$ cat src/source/cmd_pkg.sv
package cmd_pkg;

	////////////////////
	// stream and field widths
	parameter int DATA_W    = 32; // link word width
	parameter int CODE_W    = 5;  // command code in the low bits of the command word
	parameter int CH_ADDR_W = 3;  // channel address jumpers
	parameter int REG_NUM_W = 8;  // decoded part of the register number operand

	////////////////////
	// command codes

	// anything not listed here is an unknown command and gets drained
	typedef enum logic [CODE_W-1:0] {
		CC_LOOPBACK = 5'd1, // echo every operand back
		CC_RD_REG   = 5'd2, // read one register
		CC_WR_REG   = 5'd3  // write one register
	} cmd_code_e;

	////////////////////
	// one word of a response frame
	typedef struct packed {
		logic [DATA_W-1:0] data; // payload word
		logic              last; // final word of the response
	} resp_word_t;

endpackage

$ cat src/source/reg_if.sv
// register access port from the command decoder to the register bank
interface reg_if;
	import cmd_pkg::*;

	logic [DATA_W-1:0] reg_num; // full operand word, upper bits must be zero
	logic              wr_en;   // write strobe, takes effect at this edge
	logic              rd_en;   // read strobe, enables rd_data
	logic [DATA_W-1:0] wr_data; // data to store
	logic [DATA_W-1:0] rd_data; // follows reg_num combinationally
	logic              illegal; // reg_num names no register

	modport decoder (
		output reg_num,
		output wr_en,
		output rd_en,
		output wr_data,
		input  rd_data,
		input  illegal
	);

	modport bank (
		input  reg_num,
		input  wr_en,
		input  rd_en,
		input  wr_data,
		output rd_data,
		output illegal
	);

endinterface

$ cat src/source/resp_if.sv
// response word stream between the decoder, the FIFO and the transmitter
interface resp_if;
	import cmd_pkg::*;

	resp_word_t word;  // held stable from valid until the transfer
	logic       valid; // word is on offer
	logic       ready; // receiver takes the word at this edge

	// side that offers words
	modport source (
		output word,
		output valid,
		input  ready
	);

	// side that takes words
	modport sink (
		input  word,
		input  valid,
		output ready
	);

endinterface

$ cat src/source/cmd_decoder.sv
module cmd_decoder (
	input  logic                      clk,
	input  logic                      reset,
	input  logic [cmd_pkg::DATA_W-1:0] rx_data,
	input  logic                      rx_tvalid,
	input  logic                      rx_tlast,
	output logic                      rx_tready,
	reg_if.decoder                    regs,  // register bank access
	resp_if.source                    resp,  // response words toward the FIFO
	output logic                      idle   // waiting for a new frame
);
	import cmd_pkg::*;

	typedef enum logic [3:0] {
		S_IDLE, S_SERIAL, S_CMD, S_REGNUM, S_WDATA, S_ACCESS,
		S_PUSH_SER, S_PUSH_CMD, S_PUSH_DATA, S_PUSH_TRL, S_ECHO, S_DRAIN
	} state_e;

	state_e            state;
	state_e            state_d;
	logic [DATA_W-1:0] serial_q;     // serial number of the current frame
	logic [DATA_W-1:0] cmd_q;        // command word of the current frame
	logic [DATA_W-1:0] reg_num_q;    // register number operand
	logic [DATA_W-1:0] payload_q;    // write data, then read data
	logic              illegal_q;    // bank flagged the register number
	logic              cmd_last_q;   // command word carried rx_tlast
	logic              frame_done_q; // last operand carried rx_tlast
	logic [CODE_W-1:0] rx_code;      // code field of the word on rx_data
	cmd_code_e         cmd_code;     // code field of the latched command
	logic              rx_accept;

	assign rx_code   = rx_data[CODE_W-1:0];
	assign cmd_code  = cmd_code_e'(cmd_q[CODE_W-1:0]);
	assign rx_accept = rx_tvalid && rx_tready;
	assign idle      = (state == S_IDLE);

	assign regs.reg_num = reg_num_q;
	assign regs.wr_data = payload_q;

	////////////////////
	// next state and outputs
	always_comb begin
		state_d      = state;
		rx_tready    = 1'b0;
		resp.valid   = 1'b0;
		resp.word    = '{data: serial_q, last: 1'b0};
		regs.rd_en   = 1'b0;
		regs.wr_en   = 1'b0;
		case (state)
			S_IDLE: if (rx_tvalid) state_d = S_SERIAL; // a frame is being offered
			S_SERIAL: begin
				rx_tready = 1'b1;
				if (rx_tvalid)
					state_d = rx_tlast ? S_IDLE : S_CMD; // one-word frame has no answer
			end
			S_CMD: begin
				rx_tready = 1'b1;
				if (rx_tvalid) begin
					case (rx_code)
						CC_LOOPBACK: state_d = S_PUSH_SER;
						CC_RD_REG, CC_WR_REG: state_d = rx_tlast ? S_IDLE : S_REGNUM;
						default: state_d = rx_tlast ? S_IDLE : S_DRAIN; // unknown code
					endcase
				end
			end
			S_REGNUM: begin
				rx_tready = 1'b1;
				if (rx_tvalid) begin
					if (cmd_code == CC_WR_REG)
						state_d = rx_tlast ? S_IDLE : S_WDATA; // write without data is dropped
					else
						state_d = S_ACCESS;
				end
			end
			S_WDATA: begin
				rx_tready = 1'b1;
				if (rx_tvalid)
					state_d = S_ACCESS;
			end
			S_ACCESS: begin // single bank cycle
				regs.rd_en = (cmd_code == CC_RD_REG);
				regs.wr_en = (cmd_code == CC_WR_REG);
				state_d    = S_PUSH_SER;
			end
			S_PUSH_SER: begin
				resp.valid = 1'b1;
				if (resp.ready)
					state_d = S_PUSH_CMD;
			end
			S_PUSH_CMD: begin
				resp.valid = 1'b1;
				resp.word  = '{data: cmd_q, last: (cmd_code == CC_LOOPBACK) && cmd_last_q};
				if (resp.ready) begin
					if (cmd_code == CC_LOOPBACK)
						state_d = cmd_last_q ? S_IDLE : S_ECHO;
					else
						state_d = (cmd_code == CC_RD_REG) ? S_PUSH_DATA : S_PUSH_TRL;
				end
			end
			S_PUSH_DATA: begin
				resp.valid = 1'b1;
				resp.word  = '{data: payload_q, last: 1'b0};
				if (resp.ready)
					state_d = S_PUSH_TRL;
			end
			S_PUSH_TRL: begin
				resp.valid = 1'b1;
				resp.word  = '{data: illegal_q ? cmd_q : ~cmd_q, last: 1'b1};
				if (resp.ready)
					state_d = frame_done_q ? S_IDLE : S_DRAIN; // extra words still to come
			end
			S_ECHO: begin // word passes straight from rx into the FIFO
				rx_tready  = resp.ready;
				resp.valid = rx_tvalid;
				resp.word  = '{data: rx_data, last: rx_tlast};
				if (rx_accept && rx_tlast)
					state_d = S_IDLE;
			end
			S_DRAIN: begin
				rx_tready = 1'b1;
				if (rx_tvalid && rx_tlast)
					state_d = S_IDLE;
			end
			default: state_d = S_IDLE;
		endcase
	end

	////////////////////
	// state and frame flags
	always_ff @(posedge clk) begin
		if (reset) begin
			state        <= S_IDLE;
			illegal_q    <= 1'b0;
			cmd_last_q   <= 1'b0;
			frame_done_q <= 1'b0;
		end else begin
			state <= state_d;
			if (rx_accept && state == S_CMD)
				cmd_last_q <= rx_tlast;
			if (rx_accept && (state == S_REGNUM || state == S_WDATA))
				frame_done_q <= rx_tlast;
			if (state == S_ACCESS)
				illegal_q <= regs.illegal;
		end
	end

	// frame words
	always_ff @(posedge clk) begin
		if (rx_accept && state == S_SERIAL)
			serial_q <= rx_data;
		if (rx_accept && state == S_CMD)
			cmd_q <= rx_data;
		if (rx_accept && state == S_REGNUM)
			reg_num_q <= rx_data;
		if (rx_accept && state == S_WDATA)
			payload_q <= rx_data;
		else if (regs.rd_en)
			payload_q <= regs.rd_data; // read result replaces the operand
	end

	a_rd_wr_excl: assert property (@(posedge clk) disable iff (reset)
		!(regs.rd_en && regs.wr_en));
	a_resp_hold: assert property (@(posedge clk) disable iff (reset)
		resp.valid && !resp.ready |=> resp.valid);

endmodule

$ cat src/source/cmd_top.sv
module cmd_top #(
	parameter int NUM_REGS   = 8, // 2 to 256
	parameter int FIFO_DEPTH = 4  // response words buffered
) (
	input  logic                         clk,
	input  logic                         reset,
	input  logic [cmd_pkg::DATA_W-1:0]    rx_data,
	input  logic                         rx_tvalid,
	input  logic                         rx_tlast,
	output logic                         rx_tready,
	output logic [cmd_pkg::DATA_W-1:0]    tx_data,
	output logic                         tx_tvalid,
	output logic                         tx_tlast,
	input  logic                         tx_tready,
	input  logic [cmd_pkg::CH_ADDR_W-1:0] ch_addr,
	output logic                         idle
);

	reg_if  reg_bus ();  // decoder to register bank
	resp_if dec_resp (); // decoder to FIFO
	resp_if tx_resp ();  // FIFO to transmitter

	////////////////////
	// receive side
	cmd_decoder i_cmd_decoder (
		.clk       (clk),
		.reset     (reset),
		.rx_data   (rx_data),
		.rx_tvalid (rx_tvalid),
		.rx_tlast  (rx_tlast),
		.rx_tready (rx_tready),
		.regs      (reg_bus.decoder),
		.resp      (dec_resp.source),
		.idle      (idle)
	);

	register_bank #(.NUM_REGS(NUM_REGS)) i_register_bank (
		.clk     (clk),
		.reset   (reset),
		.ch_addr (ch_addr),
		.regs    (reg_bus.bank)
	);

	////////////////////
	// transmit side
	resp_fifo #(.FIFO_DEPTH(FIFO_DEPTH)) i_resp_fifo (
		.clk   (clk),
		.reset (reset),
		.in    (dec_resp.sink),
		.out   (tx_resp.source)
	);

	tx_streamer i_tx_streamer (
		.clk       (clk),
		.reset     (reset),
		.in        (tx_resp.sink),
		.tx_data   (tx_data),
		.tx_tvalid (tx_tvalid),
		.tx_tlast  (tx_tlast),
		.tx_tready (tx_tready)
	);

endmodule

$ cat src/source/register_bank.sv
module register_bank #(
	parameter int NUM_REGS = 8 // register 0 plus NUM_REGS-1 r/w registers
) (
	input logic                         clk,
	input logic                         reset,
	input logic [cmd_pkg::CH_ADDR_W-1:0] ch_addr, // raw jumpers
	reg_if.bank                         regs
);
	import cmd_pkg::*;

	logic [DATA_W-1:0]    reg_q [1:NUM_REGS-1]; // read/write registers
	logic [CH_ADDR_W-1:0] ch_addr_q;            // register 0, corrected jumpers
	logic [REG_NUM_W-1:0] reg_idx;
	logic [DATA_W-1:0]    sel_data;

	assign reg_idx = regs.reg_num[REG_NUM_W-1:0];

	// any upper bit set or an index past the bank is illegal
	assign regs.illegal = (regs.reg_num[DATA_W-1:REG_NUM_W] != '0) || (int'(reg_idx) >= NUM_REGS);

	always_comb begin
		if (reg_idx == '0)
			sel_data = DATA_W'(ch_addr_q);
		else
			sel_data = reg_q[reg_idx];
	end
	assign regs.rd_data = (regs.rd_en && !regs.illegal) ? sel_data : '0; // illegal reads as zero

	////////////////////
	// channel address, jumpers 110 belong to channel 011
	always_ff @(posedge clk) begin
		if (reset)
			ch_addr_q <= '0;
		else if (ch_addr == 3'b110)
			ch_addr_q <= 3'b011;
		else
			ch_addr_q <= ch_addr;
	end

	always_ff @(posedge clk) begin
		if (reset) begin
			for (int i = 1; i < NUM_REGS; i++)
				reg_q[i] <= '0;
		end else if (regs.wr_en && !regs.illegal && reg_idx != '0) begin // reg 0 is read-only
			reg_q[reg_idx] <= regs.wr_data;
		end
	end

	for (genvar i = 1; i < NUM_REGS; i++) begin : g_chk
		a_no_illegal_wr: assert property (@(posedge clk) disable iff (reset)
			regs.wr_en && regs.illegal |=> $stable(reg_q[i]));
	end

endmodule

$ cat src/source/resp_fifo.sv
module resp_fifo #(
	parameter int FIFO_DEPTH = 4 // power of two
) (
	input logic    clk,
	input logic    reset,
	resp_if.sink   in,  // from the decoder
	resp_if.source out  // to the transmitter
);
	import cmd_pkg::*;

	localparam int PTR_W = $clog2(FIFO_DEPTH);
	localparam logic [PTR_W:0] FULL_CNT = (PTR_W+1)'(FIFO_DEPTH);

	resp_word_t       mem [FIFO_DEPTH]; // circular buffer
	logic [PTR_W-1:0] wr_ptr;
	logic [PTR_W-1:0] rd_ptr;
	logic [PTR_W:0]   count;            // words held
	logic             push;
	logic             pop;

	assign in.ready  = (count != FULL_CNT);
	assign out.valid = (count != '0);
	assign out.word  = mem[rd_ptr]; // head word
	assign push      = in.valid && in.ready;
	assign pop       = out.valid && out.ready;

	always_ff @(posedge clk) begin
		if (push)
			mem[wr_ptr] <= in.word;
	end

	////////////////////
	// pointers wrap on their own, depth is a power of two
	always_ff @(posedge clk) begin
		if (reset) begin
			wr_ptr <= '0;
			rd_ptr <= '0;
			count  <= '0;
		end else begin
			if (push)
				wr_ptr <= wr_ptr + 1'b1;
			if (pop)
				rd_ptr <= rd_ptr + 1'b1;
			count <= count + (PTR_W+1)'(push) - (PTR_W+1)'(pop);
		end
	end

	a_count_max: assert property (@(posedge clk) disable iff (reset) count <= FULL_CNT);

endmodule

$ cat src/source/tx_streamer.sv
module tx_streamer (
	input  logic                      clk,
	input  logic                      reset,
	resp_if.sink                      in,        // words popped from the FIFO
	output logic [cmd_pkg::DATA_W-1:0] tx_data,
	output logic                      tx_tvalid,
	output logic                      tx_tlast,
	input  logic                      tx_tready
);

	logic load; // stage empty or its word leaves this cycle

	assign load     = !tx_tvalid || tx_tready;
	assign in.ready = load;

	always_ff @(posedge clk) begin
		if (reset) begin
			tx_tvalid <= 1'b0;
			tx_tlast  <= 1'b0;
		end else if (load) begin
			tx_tvalid <= in.valid;
			tx_tlast  <= in.valid && in.word.last;
		end
	end

	always_ff @(posedge clk) begin
		if (load && in.valid)
			tx_data <= in.word.data;
	end

	a_tx_hold: assert property (@(posedge clk) disable iff (reset)
		tx_tvalid && !tx_tready |=> tx_tvalid && $stable(tx_data) && $stable(tx_tlast));

endmodule

$ cat config.mk
export PLATFORM = sky130hd
export DESIGN_NAME = cmd_top
export DESIGN_NICKNAME = d
export VERILOG_FILES = /design/src/source/cmd_pkg.sv /design/src/source/reg_if.sv /design/src/source/resp_if.sv /design/src/source/cmd_decoder.sv /design/src/source/cmd_top.sv /design/src/source/register_bank.sv /design/src/source/resp_fifo.sv /design/src/source/tx_streamer.sv
export SDC_FILE = /design/constraint.sdc
export NUM_CORES = 1
export LEC_CHECK = 0
export ABC_AREA = 0
export BUFFER_PORTS_ARGS = -buffer_cell sky130_fd_sc_hd__buf_2
export CAP_MARGIN = 30
export CORE_ASPECT_RATIO = 1.4
export CORE_MARGIN = 2
export CORE_UTILIZATION = 55
export DETAILED_ROUTE_END_ITERATION = 10
export HOLD_SLACK_MARGIN = 0.15
export PLACE_DENSITY = 0.72
export SYNTH_ARGS = -nofsm -noshare
export SYNTH_HDL_FRONTEND = slang
export SYNTH_SLANG_ARGS = --single-unit
$ cat constraint.sdc
create_clock -name clk -period 7.7 [get_ports clk]
set_input_delay 1.54 -clock clk [delete_from_list [all_inputs] [get_ports clk]]
set_output_delay 1.54 -clock clk [all_outputs]
set_load 0.01 [all_outputs]
## Word level (Yosys, flattened, before mapping)

Memory sizes are Yosys's and may differ from the RTL's. A register that Yosys moved wholly into a read port is not among the register bits.
Index checks and enable logic that the tools add are counted.

- Register bits: 179
- Memory bits (writable): 356
- Bits of input ports: 40
- Output and inout port bits: 36
- Memories: 2

- Add/subtract/negate cells: 4
- Magnitude comparators: 1
- Equality and inequality tests: 30
- Multiplexer cells: 46
- Bitwise gates (word level): 1
- Reductions and logical operators: 32

Memory list:

| memory | words | bits a word | read ports | clocked after memory_dff | write ports | line | RTL |
|---|---|---|---|---|---|---|---|
| i_register_bank.reg_q | 7 | 32 | 1 | 1 | 7 | register_bank.sv:11 | `logic [DATA_W-1:0] reg_q [1:NUM_REGS-1];` |
| i_resp_fifo.mem | 4 | 33 | 1 | 1 | 1 | resp_fifo.sv:14 | `resp_word_t mem [FIFO_DEPTH];` |

Operators by type and width:

| kind | count |
|---|---|
| two-way mux 32 bit | 6 |
| case mux 33 bit (4 select lines) | 1 |
| two-way mux 4 bit | 16 |
| case mux 4 bit (12 select lines) | 1 |
| NOT 32 bit | 1 |
| OR reduction 32 bit | 1 |
| nonzero test 24 bit | 1 |
| == test 5 x 2 -> 1 bit, second input constant | 4 |
| == test 4 x 3 -> 1 bit, second input constant | 4 |
| == test 4 bit, second input constant | 4 |
| logical AND 1 bit | 15 |
| != test 2 x 1 -> 1 bit, second input constant | 6 |
| two-way mux 1 bit | 11 |
| AND reduction 11 bit | 1 |
| == test 5 x 1 -> 1 bit, second input constant | 2 |
| two-way mux 2 bit | 5 |
| != test 2 bit, second input constant | 5 |
| two-way mux 3 bit | 3 |
| == test 4 x 2 -> 1 bit, second input constant | 2 |
| greater-or-equal comparator 8 x 4 -> 1 bit, second input constant | 1 |
| logical NOT 8 bit | 1 |
| case mux 4 bit (2 select lines) | 1 |
| nonzero test 8 bit | 1 |
| OR reduction 5 bit | 1 |
| 14 further kinds | 20 |

## Logic depth before layout (Yosys ltp)

- Depth in word-level cells: 10
- Depth in mapped cells: 9
- Mapped depth without buffers: 9

## Hierarchy

Synthesis repeated with hierarchy kept, for this count alone.

- Cell total of the unflattened synthesis: 1576
- Area total of the unflattened synthesis: 23790.3 µm²

Modules (own cells, without submodules):

| module | instances | cells an instance | area each (µm²) | seq. area each (µm²) |
|---|---|---|---|---|
| register_bank | 1 | 862 | 11245.8 | 7687.4 |
| cmd_decoder | 1 | 450 | 6211.0 | 3983.8 |
| resp_fifo | 1 | 222 | 5277.6 | 4144.0 |
| tx_streamer | 1 | 42 | 1056.0 | 1001.0 |

## Worst setup path before layout

Ideal clock, no wire load.

- Path type: input -> register
- Start point: in rx_tvalid
- End point: reg i_cmd_decoder.serial_q[0], enable pin
- Setup time: 0.468 ns
- Arrival time: 4.424 ns
- Data required time: 7.232 ns
- Path slack: 2.809 ns
- Stages on the path: 2
- Buffers on the path: 0
- Cells stage by stage: or3b_2 nor3b_1

- Longest elaborated chain between the ends: 2

RTL lines:

| element | line | RTL |
|---|---|---|
| from (decl) | cmd_top.sv:8 | `input logic rx_tvalid,` |
| logical AND 1 bit | cmd_decoder.sv:34 | `assign rx_accept = rx_tvalid && rx_tready;` |
| logical AND 1 bit | cmd_decoder.sv:149 | `if (rx_accept && state == S_SERIAL)` |
| to (signal assigned) | cmd_decoder.sv:150 | `serial_q <= rx_data;` |
| to (decl) | cmd_decoder.sv:21 | `logic [DATA_W-1:0] serial_q;` |

Every way passes these cells.
A chain may end at the register's enable or synchronous reset.

## Worst setup path after layout

- Start point: reg i_cmd_decoder.state[1]
- End point: out rx_tready

- Longest elaborated chain between the ends: 3
- Elaborated cells on any way between the ends: 8
- Those cells by class: eq/ne: 6; mux: 1; reduce/logical: 1

RTL lines:

| element | line | RTL |
|---|---|---|
| from (decl) | cmd_decoder.sv:19 | `state_e state;` |
| from (signal assigned) | cmd_decoder.sv:137 | `state <= state_d;` |
| == test 4 bit, or another cell as far along | cmd_decoder.sv:49 | `case (state)` |
| OR reduction 5 bit (no source line) | -- |  |
| case mux 1 bit (2 select lines) (*) | cmd_decoder.sv:49 |  |
| to (decl) | cmd_top.sv:10 | `output logic rx_tready,` |

Mark *: on every way between the ends. The rest lies on a longest branch, timed or not.

==> out/qor.csv <==
stage,metric,value,unit
layout,layout_commonest_cell,edfxtp_1,
sta,fin_skew,0.0175,ns
placed_design,io_buffers,75,
worst_setup_path,critPathMaxFanout,19,
synthesis,syn_area,23300,um2
clock_tree,clk_latency,0.57,ns
worst_setup_path,cp_slowest_stage_delay,0.79,ns
worst_setup_path,arrival,2.19,ns
pwr,p_per_area,281,nW/um2
clock_tree,cts_tree,done,
clock_tree,cts_resized,0,
outcome,status,"complete, no violations",
floorplan,pin_count,76,
synthesis,yosysSeqAreaShare,72.7,%
global_route,track_usage,21.9,%
floorplan,fp.coreArea,42000,um2
pwr,total_power,7.33,mW
worst_setup_path,cp_data_required_time,6.16,ns
worst_setup_path,crit_slowest_cell,dfxtp_1,
global_route,grtUsageMet2,37.4,%
global_route,grt_start_max_net_pins,67,
synthesis,dominantRegCellSynth,edfxtp_1,
floorplan,dieArea,44100,um2
pwr,irDropWorstVdd,164,uV
synthesis,synthArstFlopShare,0,%
worst_setup_path,critPathKind,reg2out,
layout,area_delta_synth_final,12.1,%
layout,fillCellCount,2956,
route,first_pass_iters,5,
sta,drv_slew,0,
synthesis,synth_cell_types,59,
layout,final_cell_mix,"edfxtp_1, nor2_1, nand2_1",
sta,rsz0062_at_grt,no,
route,via_per_inst,5.89,
clock_tree,cts_buffers,49,
sta,worst_slack,3.97,ns
layout,diodes,0,
worst_setup_path,crit_chain,"or2_2, o32ai_1, nor2_1, buf_2",
floorplan,die_x,178,um
synthesis,yosysWarnings,0,
floorplan,die_y,248,um
sta,holdWs,0.505,ns
sta,fmax,268,MHz
pwr,leakage,8.91,nW
clock_tree,cts_buffer_depth,3,
sta,finalHoldViolations,0,
worst_setup_path,worst_setup_path_start_kind,register,
floorplan,initial_core_util,55.5,%
global_route,antenna_found_initial,0,
global_route,use_met1,29.2,%
worst_setup_path,startpoint,i_cmd_decoder.state[1]$_SDFFE_PP0P_,
hold_path,hold_class,reg2reg,
floorplan,core.rowCount,89,
route,drt_iter0_drc,1391,
synthesis,synth-seq-cells,572,
sta,tns,0,ns
clock_tree,cts_max_level,2,
clock_tree,post_cts_buffers,0,
global_route,grt_busiest_layer,met2,
clock_tree,root_buffer,clkbuf_16,
sta,worstMarginPinSlew,0.952,ns
worst_setup_path,critPathCaptureType,output pin,
global_route,gr-total-overflow,0,
global_route,grtUsageMet3,2.70,%
route,drtAntennaViolNets,0,
clock_tree,cts_sinks,572,
placed_design,gp_congestion,0.860,
route,drt_wl_total,46900,um
synthesis,syn_inst,1496,
sta,setup_violations,0,
synthesis,synth-edff-count,548,
route,remaining_drc_errors,0,
hold_path,min_from,i_cmd_decoder.cmd_last_q$_SDFFE_PP0P_,
global_route,grt_pass1_wl,72600,um
sta,relSlewSlack,36.3,%
global_route,grt_pass1_vias,12860,
sta,min_period_over_period,48.5,%
job,maxCapViolations,0,
clock_tree,hold_buffers,0,
layout,drive_above_1_share,18.5,%
clock_tree,clkTransAtPathRegs,0.07,ns
worst_setup_path,r2r_start,i_cmd_decoder.regs.reg_num[1]$_DFFE_PP_,
placed_design,post-place-ws,3.55,ns
layout,fin_util,62.2,%
route,vias,12829,
sta,finalCriticalPeriod,3.73,ns
route,wl_per_cell,21.5,um
synthesis,synth.avg_cell_area,15.6,um2
placed_design,hpwl,31600,um
layout,finalNetCount,1639,
cell type report:
| type | count | area [um2] | area share, % |
|---|---|---|---|
| clock buffers | 67 | 1360 | 5.19 |
| clock inverters | 23 | 188 | 0.719 |
| inverters | 9 | 33.8 | 0.129 |
| multi-input cells | 851 | 6140 | 23.5 |
| flip-flops and latches | 572 | 16900 | 64.9 |
| well taps | 546 | 683 | 2.62 |
| repair buffers | 109 | 766 | 2.93 |
per-stage QoR:
step	cells	cell area [um2]
finish	2177	26100
global route	2177	26100
CTS	2176	26100
detailed placement	2086	24500
global placement	2077	24400
floorplan	1527	23400
kinds of logic (layout without fill, tap and decap cells):
| family | count (synthesis) | after routing | synth area share [%] |
|---|---|---|---|
| buffers and inverters | 104 | 208 | 1.86 |
| AOI/OAI and AO/OA | 179 | 179 | 4.86 |
| and+or+nand+nor | 489 | 489 | 8.82 |
| other | 1 | 32 | 0.0161 |
| adders and majority gates | 7 | 7 | 0.408 |
| muxes | 134 | 134 | 11.0 |
| xor gates and xnor gates | 10 | 10 | 0.376 |
| DFF | 572 | 572 | 72.7 |
report_power, final:
| group | switching [mW] | internal (mW) |
|---|---|---|
| clock network | 1.05 | 1.33 |
| logic | 0.632 | 0.422 |
| registers | 0.0967 | 3.80 |
worst max-delay path, delay by kind of cell (launching register included):
| family | cells | cell delay (ns) |
|---|---|---|
| AOI/OAI and AO/OA | 1 | 0.15 |
| buffers and inverters | 1 | 0.16 |
| DFF | 1 | 0.79 |
| and+or+nand+nor | 2 | 0.52 |
state kept, by name, summed over array words and instances, names as in the netlist, named ones only:
name / flops
i_resp_fifo.count: 3
i_cmd_decoder.cmd_q: 32
i_cmd_decoder.illegal_q: 1
i_tx_streamer.tx_data: 32
i_cmd_decoder.frame_done_q: 1
i_cmd_decoder.state: 4
i_resp_fifo.mem: 132
i_tx_streamer.tx_tvalid: 1
i_cmd_decoder.serial_q: 32
i_resp_fifo.wr_ptr: 2
i_cmd_decoder.cmd_last_q: 1
i_tx_streamer.tx_tlast: 1
i_cmd_decoder.regs.reg_num: 32
i_resp_fifo.rd_ptr: 2
i_register_bank.ch_addr_q: 3
i_register_bank.reg_q: 256
i_cmd_decoder.regs.wr_data: 32
cells in the mapped netlist (2+ instances only):
cell,n,area [um2]
edfxtp_1,548,16500
nor2_1,288,1080
nand2_1,129,484
mux4_2,97,2180
o21ai_0,60,300
clkbuf_1,58,218
buf_2,35,175
mux2i_1,35,350
a22oi_1,34,255
a31oi_1,26,163
dfxtp_1,24,480
a21oi_1,23,115
nor2b_1,10,62.6
nor3_1,10,50.1
nand2b_1,9,56.3
nor4_1,9,56.3
inv_1,8,30.0
xnor2_1,8,70.1
o21bai_1,7,52.6
ha_1,6,75.1
nand3_1,6,30.0
and2_1,5,31.3
or2_2,4,25.0
a21o_1,3,22.5
a222oi_1,3,30.0
nand4_1,3,18.8
nor3b_1,3,22.5
o211ai_1,3,22.5
o21a_1,3,22.5
a41oi_1,2,17.5
buf_1,2,7.51
mux2_2,2,22.5
nand4b_1,2,17.5
o2111ai_1,2,17.5
o31ai_1,2,15.0
o32ai_1,2,17.5
or3b_2,2,17.5
xor2_1,2,17.5
metal layers:
layer / up-vias / wire, um
li1: 5846 / -
met1: 6355 / 18400
met2: 525 / 24000
met3: 103 / 3070
met4: 0 / 1440
met5: - / 0
final timing paths:
check,end,slack [ns],cells after the start
hold reg to reg,i_cmd_decoder.cmd_last_q$_SDFFE_PP0P_,0.50,2
setup reg to reg,i_register_bank.reg_q[7][19]$_SDFFCE_PN0P_,3.99,8
setup / recovery,rx_tready,3.97,4
hold / removal,i_cmd_decoder.cmd_last_q$_SDFFE_PP0P_,0.50,2
Power figures use the tool's default switching activity.
